File: config.mk
export PLATFORM = sky130hd
export DESIGN_NAME = lotr
export DESIGN_NICKNAME = d
export VERILOG_FILES = /design/src/tilePkg.sv /design/src/ringPkg.sv /design/src/ringIf.sv /design/src/lotr.sv /design/src/memTile.sv /design/src/hostTile.sv /design/src/ringController.sv
export VERILOG_INCLUDE_DIRS = /design/src
export SDC_FILE = /design/constraint.sdc
export NUM_CORES = 2
export LEC_CHECK = 0
export BUFFER_PORTS_ARGS = -buffer_cell sky130_fd_sc_hd__buf_2
export CAP_MARGIN = 20
export CORE_ASPECT_RATIO = 1.2
export CORE_MARGIN = 2
export CORE_UTILIZATION = 40
export CTS_CLUSTER_DIAMETER = 40
export CTS_CLUSTER_SIZE = 28
export DETAILED_ROUTE_END_ITERATION = 7
export PLACE_DENSITY = 0.54
export SETUP_SLACK_MARGIN = 0.5
export SLEW_MARGIN = 40
export SYNTH_ARGS = -nofsm -noshare
export SYNTH_HDL_FRONTEND = slang
export SYNTH_HIERARCHICAL = 1
export SYNTH_SLANG_ARGS = --single-unit
File: constraint.sdc
create_clock -name QClk -period 6.5 [get_ports QClk]
set_input_delay 0.975 -clock QClk [delete_from_list [all_inputs] [get_ports QClk]]
set_output_delay 0.975 -clock QClk [all_outputs]
set_load 0.01 [all_outputs]
File: src/lotr_consts.svh
/*
 * LOTR ring constants
 */
`ifndef LOTR_CONSTS_SVH
`define LOTR_CONSTS_SVH

// ==============================
// ring topology
// ==============================
`define LOTR_NUM_TILE   3       // tiles on each ring

// core ids, ring order host1 -> host2 -> mem
`define LOTR_HOST1_ID   8'd1
`define LOTR_HOST2_ID   8'd2
`define LOTR_MEM_ID     8'd3

// ==============================
// memory tile
// ==============================
`define LOTR_MEM_DEPTH  64      // words
`define LOTR_MEM_AW     6       // low address bits index the ram

// target core id lives in the top byte of the address
`define LOTR_TARGET_MSB 31
`define LOTR_TARGET_LSB 24

`endif
File: src/tilePkg.sv
/*
 * LOTR tile state machines
 */
`default_nettype none

package tilePkg;

    // host command port, one request in flight
    typedef enum logic [1:0] {
        HOST_IDLE,      // ready for a command
        ISSUE,          // waiting for a free request slot
        WAIT_RSP        // request on the ring
    } tHostState;

    // memory responder
    typedef enum logic {
        MEM_IDLE,
        RESPOND         // response offered to the controller
    } tMemState;

endpackage

`default_nettype wire

File: src/ringPkg.sv
/*
 * LOTR ring message types
 */
`default_nettype none

package ringPkg;

    // ==============================
    // message fields
    // ==============================

    // request and response opcodes share one field
    typedef enum logic [2:0] {
        RD      = 3'd0,     // read request
        WR      = 3'd1,     // write request
        RD_RSP  = 3'd2,     // read data back
        WR_RSP  = 3'd3,     // write ack
        ERR_RSP = 3'd4      // target could not serve
    } tOpcode;

    // originator core id, also the response destination
    typedef logic [7:0]  tRequestor;

    // [31:24] target core id, low bits word offset
    typedef logic [31:0] tAddr;

    // payload word
    typedef logic [31:0] tData;

endpackage

`default_nettype wire

File: src/ringIf.sv
/*
 * LOTR ring hop
 */
`timescale 1ns/10ps
`default_nettype none

// one registered hop between two ring controllers
interface ringIf;

    logic               valid;      // slot occupied
    ringPkg::tRequestor requestor;
    ringPkg::tOpcode    opcode;
    ringPkg::tAddr      address;
    ringPkg::tData      data;

    // upstream controller drives the hop
    modport src (
        output valid, requestor, opcode, address, data
    );

    // downstream controller samples it
    modport dst (
        input valid, requestor, opcode, address, data
    );

endinterface

`default_nettype wire

File: src/lotr.sv
/*
 * LOTR ring top
 */
`timescale 1ns/10ps
`default_nettype none
`include "lotr_consts.svh"

module lotr (
    input  logic          QClk,
    input  logic          rstN,
    // ==============================
    // host 1 command port
    // ==============================
    input  logic          h1CmdValid,
    input  logic          h1CmdWrite,
    input  ringPkg::tAddr h1CmdAddr,
    input  ringPkg::tData h1CmdData,
    output logic          h1CmdBusy,
    output logic          h1RspValid,
    output logic          h1RspError,
    output ringPkg::tData h1RspData,
    // ==============================
    // host 2 command port
    // ==============================
    input  logic          h2CmdValid,
    input  logic          h2CmdWrite,
    input  ringPkg::tAddr h2CmdAddr,
    input  ringPkg::tData h2CmdData,
    output logic          h2CmdBusy,
    output logic          h2RspValid,
    output logic          h2RspError,
    output ringPkg::tData h2RspData
);

    // hop i feeds tile i+1, last tile closes the ring into hop 0
    ringIf reqHop [`LOTR_NUM_TILE] ();
    ringIf rspHop [`LOTR_NUM_TILE] ();

    // tile 1
    hostTile #(.CORE_ID(`LOTR_HOST1_ID)) host1 (
        .QClk     (QClk),
        .rstN     (rstN),
        .cmdValid (h1CmdValid),
        .cmdWrite (h1CmdWrite),
        .cmdAddr  (h1CmdAddr),
        .cmdData  (h1CmdData),
        .cmdBusy  (h1CmdBusy),
        .rspValid (h1RspValid),
        .rspError (h1RspError),
        .rspData  (h1RspData),
        .reqIn    (reqHop[0]),
        .rspIn    (rspHop[0]),
        .reqOut   (reqHop[1]),
        .rspOut   (rspHop[1])
    );

    // tile 2
    hostTile #(.CORE_ID(`LOTR_HOST2_ID)) host2 (
        .QClk     (QClk),
        .rstN     (rstN),
        .cmdValid (h2CmdValid),
        .cmdWrite (h2CmdWrite),
        .cmdAddr  (h2CmdAddr),
        .cmdData  (h2CmdData),
        .cmdBusy  (h2CmdBusy),
        .rspValid (h2RspValid),
        .rspError (h2RspError),
        .rspData  (h2RspData),
        .reqIn    (reqHop[1]),
        .rspIn    (rspHop[1]),
        .reqOut   (reqHop[2]),
        .rspOut   (rspHop[2])
    );

    // tile 3, output wraps back to host 1
    memTile mem3 (
        .QClk   (QClk),
        .rstN   (rstN),
        .reqIn  (reqHop[2]),
        .rspIn  (rspHop[2]),
        .reqOut (reqHop[0]),
        .rspOut (rspHop[0])
    );

endmodule

`default_nettype wire

File: src/memTile.sv
/*
 * LOTR memory tile
 */
`timescale 1ns/10ps
`default_nettype none
`include "lotr_consts.svh"

module memTile (
    input  logic QClk,
    input  logic rstN,
    ringIf.dst   reqIn,
    ringIf.dst   rspIn,
    ringIf.src   reqOut,
    ringIf.src   rspOut
);

    tilePkg::tMemState      state;
    ringPkg::tData          mem [`LOTR_MEM_DEPTH];
    logic [`LOTR_MEM_AW-1:0] memIdx;
    logic                   ejReqValid;
    ringPkg::tRequestor     ejReqRequestor;
    ringPkg::tOpcode        ejReqOpcode;
    ringPkg::tAddr          ejReqAddr;
    ringPkg::tData          ejReqData;
    logic                   locRspValid;
    logic                   locRspTaken;
    ringPkg::tOpcode        rspOpcode;      // pending response
    ringPkg::tRequestor     rspRequestor;
    ringPkg::tAddr          rspAddr;
    ringPkg::tData          rspData;

    assign memIdx      = ejReqAddr[`LOTR_MEM_AW-1:0];
    assign locRspValid = (state == tilePkg::RESPOND);

    // ==============================
    // responder FSM
    // ==============================
    // no response passes this tile, so the slot is granted at once
    always_ff @(posedge QClk) begin
        if (!rstN) begin
            state <= tilePkg::MEM_IDLE;
        end else begin
            case (state)
                tilePkg::MEM_IDLE: if (ejReqValid) state <= tilePkg::RESPOND;
                tilePkg::RESPOND: begin
                    if (locRspTaken && !ejReqValid) state <= tilePkg::MEM_IDLE;
                end
                default: state <= tilePkg::MEM_IDLE;
            endcase
        end
    end

    // ram and response build
    always_ff @(posedge QClk) begin
        if (!rstN) begin
            for (int i = 0; i < `LOTR_MEM_DEPTH; i++) begin
                mem[i] <= '0;       // reads before writes return zero
            end
        end else if (ejReqValid) begin
            rspRequestor <= ejReqRequestor;     // answer goes back to originator
            rspAddr      <= ejReqAddr;
            case (ejReqOpcode)
                ringPkg::RD: begin
                    rspOpcode <= ringPkg::RD_RSP;
                    rspData   <= mem[memIdx];
                end
                ringPkg::WR: begin
                    mem[memIdx] <= ejReqData;
                    rspOpcode   <= ringPkg::WR_RSP;
                    rspData     <= ejReqData;   // echo
                end
                default: begin
                    rspOpcode <= ringPkg::ERR_RSP;  // not a request
                    rspData   <= '0;
                end
            endcase
        end
    end

    ringController rc (
        .QClk(QClk), .rstN(rstN), .CoreID(`LOTR_MEM_ID),
        .reqIn(reqIn), .rspIn(rspIn), .reqOut(reqOut), .rspOut(rspOut),
        .locReqValid(1'b0), .locReqOpcode(ringPkg::RD),   // memory never originates
        .locReqAddr('0), .locReqData('0),
        .locRspValid(locRspValid), .locRspOpcode(rspOpcode),
        .locRspRequestor(rspRequestor), .locRspAddr(rspAddr), .locRspData(rspData),
        .locReqTaken(), .locRspTaken(locRspTaken),
        .ejReqValid(ejReqValid), .ejReqRequestor(ejReqRequestor),
        .ejReqOpcode(ejReqOpcode), .ejReqAddr(ejReqAddr), .ejReqData(ejReqData),
        .ejRspValid(), .ejRspOpcode(), .ejRspData()
    );

endmodule

`default_nettype wire

File: src/hostTile.sv
/*
 * LOTR host tile
 */
`timescale 1ns/10ps
`default_nettype none
`include "lotr_consts.svh"

module hostTile #(
    parameter ringPkg::tRequestor CORE_ID = `LOTR_HOST1_ID
) (
    input  logic          QClk,
    input  logic          rstN,
    input  logic          cmdValid,     // one cycle strobe
    input  logic          cmdWrite,
    input  ringPkg::tAddr cmdAddr,
    input  ringPkg::tData cmdData,
    output logic          cmdBusy,
    output logic          rspValid,     // one cycle pulse
    output logic          rspError,
    output ringPkg::tData rspData,
    ringIf.dst            reqIn,
    ringIf.dst            rspIn,
    ringIf.src            reqOut,
    ringIf.src            rspOut
);

    tilePkg::tHostState state;
    ringPkg::tOpcode    reqOpcode;      // latched command
    ringPkg::tAddr      reqAddr;
    ringPkg::tData      reqData;
    logic               locReqValid;
    logic               locReqTaken;
    logic               ejReqValid;
    ringPkg::tRequestor ejReqRequestor;
    logic               ejRspValid;
    ringPkg::tOpcode    ejRspOpcode;
    ringPkg::tData      ejRspData;
    logic               bounced;

    assign cmdBusy     = (state != tilePkg::HOST_IDLE);
    assign locReqValid = (state == tilePkg::ISSUE);

    // own request came all the way round, nobody claimed it
    assign bounced = ejReqValid && (ejReqRequestor == CORE_ID);

    // ==============================
    // command FSM
    // ==============================
    always_ff @(posedge QClk) begin
        if (!rstN) begin
            state    <= tilePkg::HOST_IDLE;
            rspValid <= 1'b0;
        end else begin
            rspValid <= 1'b0;
            case (state)
                tilePkg::HOST_IDLE: if (cmdValid) state <= tilePkg::ISSUE;
                tilePkg::ISSUE:     if (locReqTaken) state <= tilePkg::WAIT_RSP;
                tilePkg::WAIT_RSP: begin
                    if (ejRspValid || bounced) begin
                        state    <= tilePkg::HOST_IDLE;
                        rspValid <= 1'b1;
                    end
                end
                default: state <= tilePkg::HOST_IDLE;
            endcase
        end
    end

    // payload regs
    always_ff @(posedge QClk) begin
        if (state == tilePkg::HOST_IDLE && cmdValid) begin
            reqOpcode <= cmdWrite ? ringPkg::WR : ringPkg::RD;
            reqAddr   <= cmdAddr;
            reqData   <= cmdData;
        end
        if (ejRspValid) begin
            rspData  <= ejRspData;
            rspError <= (ejRspOpcode == ringPkg::ERR_RSP);
        end else if (bounced) begin
            rspData  <= '0;
            rspError <= 1'b1;   // unclaimed
        end
    end

    ringController rc (
        .QClk(QClk), .rstN(rstN), .CoreID(CORE_ID),
        .reqIn(reqIn), .rspIn(rspIn), .reqOut(reqOut), .rspOut(rspOut),
        .locReqValid(locReqValid), .locReqOpcode(reqOpcode),
        .locReqAddr(reqAddr), .locReqData(reqData),
        .locRspValid(1'b0), .locRspOpcode(ringPkg::ERR_RSP),   // hosts never answer
        .locRspRequestor('0), .locRspAddr('0), .locRspData('0),
        .locReqTaken(locReqTaken), .locRspTaken(),
        .ejReqValid(ejReqValid), .ejReqRequestor(ejReqRequestor),
        .ejReqOpcode(), .ejReqAddr(), .ejReqData(),
        .ejRspValid(ejRspValid), .ejRspOpcode(ejRspOpcode), .ejRspData(ejRspData)
    );

endmodule

`default_nettype wire

File: src/ringController.sv
/*
 * LOTR ring controller
 */
`timescale 1ns/10ps
`default_nettype none
`include "lotr_consts.svh"

module ringController (
    input  logic               QClk,
    input  logic               rstN,
    input  ringPkg::tRequestor CoreID,
    ringIf.dst                 reqIn,
    ringIf.dst                 rspIn,
    ringIf.src                 reqOut,
    ringIf.src                 rspOut,
    // tile -> ring, held until taken
    input  logic               locReqValid,
    input  ringPkg::tOpcode    locReqOpcode,
    input  ringPkg::tAddr      locReqAddr,
    input  ringPkg::tData      locReqData,
    input  logic               locRspValid,
    input  ringPkg::tOpcode    locRspOpcode,
    input  ringPkg::tRequestor locRspRequestor,
    input  ringPkg::tAddr      locRspAddr,
    input  ringPkg::tData      locRspData,
    output logic               locReqTaken,     // slot grant
    output logic               locRspTaken,
    // ring -> tile, one cycle pulses
    output logic               ejReqValid,
    output ringPkg::tRequestor ejReqRequestor,
    output ringPkg::tOpcode    ejReqOpcode,
    output ringPkg::tAddr      ejReqAddr,
    output ringPkg::tData      ejReqData,
    output logic               ejRspValid,
    output ringPkg::tOpcode    ejRspOpcode,
    output ringPkg::tData      ejRspData
);

    logic reqEject;
    logic reqPass;
    logic rspEject;
    logic rspPass;

    // ==============================
    // slot decode
    // ==============================

    // addressed to us, or our own request back unclaimed
    assign reqEject = reqIn.valid &&
                      ((reqIn.address[`LOTR_TARGET_MSB:`LOTR_TARGET_LSB] == CoreID) ||
                       (reqIn.requestor == CoreID));
    assign reqPass  = reqIn.valid && !reqEject;

    assign rspEject = rspIn.valid && (rspIn.requestor == CoreID);
    assign rspPass  = rspIn.valid && !rspEject;

    // passing traffic wins, local fills a free or ejected slot
    assign locReqTaken = locReqValid && !reqPass;
    assign locRspTaken = locRspValid && !rspPass;

    // ==============================
    // registered hop outputs
    // ==============================
    always_ff @(posedge QClk) begin
        if (!rstN) begin
            reqOut.valid <= 1'b0;
            rspOut.valid <= 1'b0;
            ejReqValid   <= 1'b0;
            ejRspValid   <= 1'b0;
        end else begin
            reqOut.valid <= reqPass || locReqTaken;
            rspOut.valid <= rspPass || locRspTaken;
            ejReqValid   <= reqEject;
            ejRspValid   <= rspEject;
        end
    end

    // message fields, qualified by the valids above
    always_ff @(posedge QClk) begin
        if (reqPass) begin
            reqOut.requestor <= reqIn.requestor;    // forward as is
            reqOut.opcode    <= reqIn.opcode;
            reqOut.address   <= reqIn.address;
            reqOut.data      <= reqIn.data;
        end else begin
            reqOut.requestor <= CoreID;             // local request carries our id
            reqOut.opcode    <= locReqOpcode;
            reqOut.address   <= locReqAddr;
            reqOut.data      <= locReqData;
        end

        if (rspPass) begin
            rspOut.requestor <= rspIn.requestor;
            rspOut.opcode    <= rspIn.opcode;
            rspOut.address   <= rspIn.address;
            rspOut.data      <= rspIn.data;
        end else begin
            rspOut.requestor <= locRspRequestor;    // route back to originator
            rspOut.opcode    <= locRspOpcode;
            rspOut.address   <= locRspAddr;
            rspOut.data      <= locRspData;
        end

        // ejected copies for the tile
        ejReqRequestor <= reqIn.requestor;
        ejReqOpcode    <= reqIn.opcode;
        ejReqAddr      <= reqIn.address;
        ejReqData      <= reqIn.data;
        ejRspOpcode    <= rspIn.opcode;
        ejRspData      <= rspIn.data;
    end

endmodule

`default_nettype wire

==> results.sh <==
export IMPL_track_usage_pct=30.7
export IMPL_initial_utilization_pct=40.1
export IMPL_clk_pin_slew_ns=0.07
export IMPL_drt_first_pass_iters=6
export IMPL_grt_pass1_wl_mm=614
export IMPL_layout_drive_gt1_share_pct=21.3
export IMPL_dieArea_mm2=0.288
export IMPL_drt_iter0_markers=11600
export IMPL_numCtsBuffers=358
export IMPL_cts_resized=0
export IMPL_holdPathStages=1
export IMPL_maxSlewViolCount=0
export IMPL_crit_path_max_incr_delay_ns=0.77
export IMPL_ioPinCount=204
export IMPL_cp_required_ns=7.28
export IMPL_stdcell_area_mm2=0.135
export IMPL_antenna_found_initial=55
export IMPL_regArea_mm2=0.0767
export IMPL_dp_hpwl_mm=281
export IMPL_powerDensity_mw_per_mm2=343
export IMPL_placed_cells=12000
export IMPL_grt_max_degree=73
export IMPL_place_congestion=1.01
export IMPL_route_detailed_drc=0
export IMPL_r2r_end="mem3/rspData[28]"
export IMPL_grt_pass1_vias=74400
export IMPL_yosysWarnings=6
export IMPL_cpMostUsedCell="buf_4"
export IMPL_rsz0062_at_grt="no"
export IMPL_portBuffers=167
export IMPL_fin_ws_ns=1.54
export IMPL_max_slew_margin_pct=31.2
export IMPL_worst_pin_slew_ns=1.03
export IMPL_cp_cell_sequence="buf_4 > nor2b_4 > buf_4 > buf_4 > a22oi_1 > o22ai_1 > a2111oi_1 > a221oi_1 > buf_4"
export IMPL_post_cts_buffers=0
export IMPL_arrival_ns=5.73
export IMPL_cts_buffer_depth=4
export IMPL_htreeDepth=5
export IMPL_ant_nets=0
export IMPL_area_delta_synth_final_pct=18.8
export IMPL_rrSetupSlack_ns=1.54
export IMPL_overflow=0
export IMPL_cap_violations=0
export IMPL_finalCriticalPeriod_ns=4.96
export IMPL_endpoint_kind="flip-flop"
export IMPL_r2r_start="mem3/rc/ejReqAddr[2]"
export IMPL_largest_register_ffs=2048
export IMPL_avgSynthCellArea_um2=13.8
export IMPL_pre_cts_ws_ns=1.78
export IMPL_p_leak_nw=48.5
export IMPL_top_register="mem3/mem"
export IMPL_root_buffer="clkbuf_16"
export IMPL_hold_viol=0
export IMPL_hold_start="h2CmdData[30]"
export IMPL_min_to="host2/reqData[30]"
export IMPL_holdBufCountCts=0
export IMPL_reg2reg_depth=9
export IMPL_viasPerCell=6.05
export IMPL_fp_dieH_um=587
export IMPL_synth_area_mm2=0.113
export IMPL_fillers=24600
export IMPL_multi_input_area_mm2=0.0353
export IMPL_peakVddDrop_mv=0.287
export IMPL_cts_tree="yes"
export IMPL_clock_sinks=2704
export IMPL_layout_nets=8744
export IMPL_hp_class="input port to flip-flop"
export IMPL_dr_total_vias=76900
export IMPL_clk_latency_ns=0.96
export IMPL_start_kind="flip-flop"
export IMPL_total_power_mw=46.1
export IMPL_fp_row_count=214
export IMPL_fmax_mhz=202
export IMPL_wl_per_cell_um=35.3
export IMPL_status="finished, final reports clean"
export IMPL_path_max_fanout=24
export IMPL_placed_cell_area_mm2=0.122
export IMPL_crit_path_top_delay_cell="dfxtp_4"
export IMPL_synth_cells=8235
export IMPL_hold_slack_ns=0.227
export IMPL_setup_violations=0
export IMPL_totalWireLength_mm=448
export IMPL_fin_crit_sh_pct=76.3
export IMPL_dieWidth_um=490
export IMPL_clock_skew_ns=0.0749
export IMPL_core_area_mm2=0.282
export IMPL_tns_ns=0
export IMPL_fin_util_pct=47.6
export IMPL_fin_cells=12700
export IMPL_critPathKind="flip-flop to flip-flop"
-- layout by cell type, fill, tap and decap left out, types with 32 or more instances in the layout --
| cell type | instances |
|---|---|
| edfxtp_1 | 2251 |
| and2_1 | 1860 |
| a22oi_1 | 481 |
| dfxtp_1 | 419 |
| clkbuf_16 | 375 |
| mux2_2 | 374 |
| buf_4 | 343 |
| nor3_1 | 291 |
| a221oi_1 | 243 |
| conb_1 | 238 |
| o22ai_1 | 186 |
| buf_2 | 169 |
| nor2_1 | 116 |
| mux2i_1 | 110 |
| o21ai_0 | 101 |
| nand2_1 | 97 |
| a21oi_1 | 81 |
| xnor2_1 | 72 |
| inv_6 | 67 |
| o21ai_4 | 64 |
| nor2_2 | 47 |
| bufinv_16 | 38 |
| buf_12 | 38 |
| mux4_2 | 34 |
| clkinv_4 | 33 |
| a22o_1 | 32 |
-- critical path: cells and delay by family (launching register included) --
| family | cells | cell delay [ns] |
|---|---|---|
| AND/OR/NAND/NOR | 1 | 0.72 |
| flip-flops | 1 | 0.77 |
| buffers and inverters | 4 | 1.53 |
| AO/OA/AOI/OAI | 4 | 1.68 |
-- area by class of cell --
cell class | count | share of cell area, %
sequential | 2704 | 57.0
multi-input combinational | 4914 | 26.2
clock buffer | 402 | 7.07
timing repair buffer | 612 | 3.90
tap | 3780 | 3.51
clock inverter | 253 | 2.18
inverter | 20 | 0.0669
antenna | 21 | 0.0391
-- routing by layer --
| layer | vias up | GRT usage, % | routed length [um] |
|---|---|---|---|
| li1 | 31300 | - | - |
| met5 | - | 0.438 | 354 |
| met4 | 34 | 21.1 | 37200 |
| met1 | 39200 | 39.2 | 163000 |
| met2 | 5065 | 45.4 | 196000 |
| met3 | 1208 | 8.01 | 51100 |
-- how the worst max path moves through the flow --
stage / to / slack [ns] / cells after the start / start
3_5_place_dp: mem3/mem[45][26] / 1.78 / 7 / rstN
6_report: mem3/rspData[28] / 1.54 / 9 / mem3/rc/ejReqAddr[2]
2_1_floorplan: mem3/mem[14][0] / 0.69 / 7 / rstN
3_3_place_gp: mem3/rspData[15] / 1.08 / 8 / mem3/rc/ejReqAddr[0]
4_1_cts: mem3/rspData[14] / 1.89 / 8 / mem3/rc/ejReqAddr[1]
5_1_grt: mem3/rspData[6] / 1.62 / 8 / mem3/rc/ejReqAddr[1]
-- power breakdown --
group | total [mW] | switching (mW) | internal (mW)
Clock | 20.5 | 8.24 | 12.3
Sequential | 19.9 | 0.436 | 19.5
Combinational | 5.64 | 4.23 | 1.40
No activity file was read; power rests on OpenSTA's default activity.
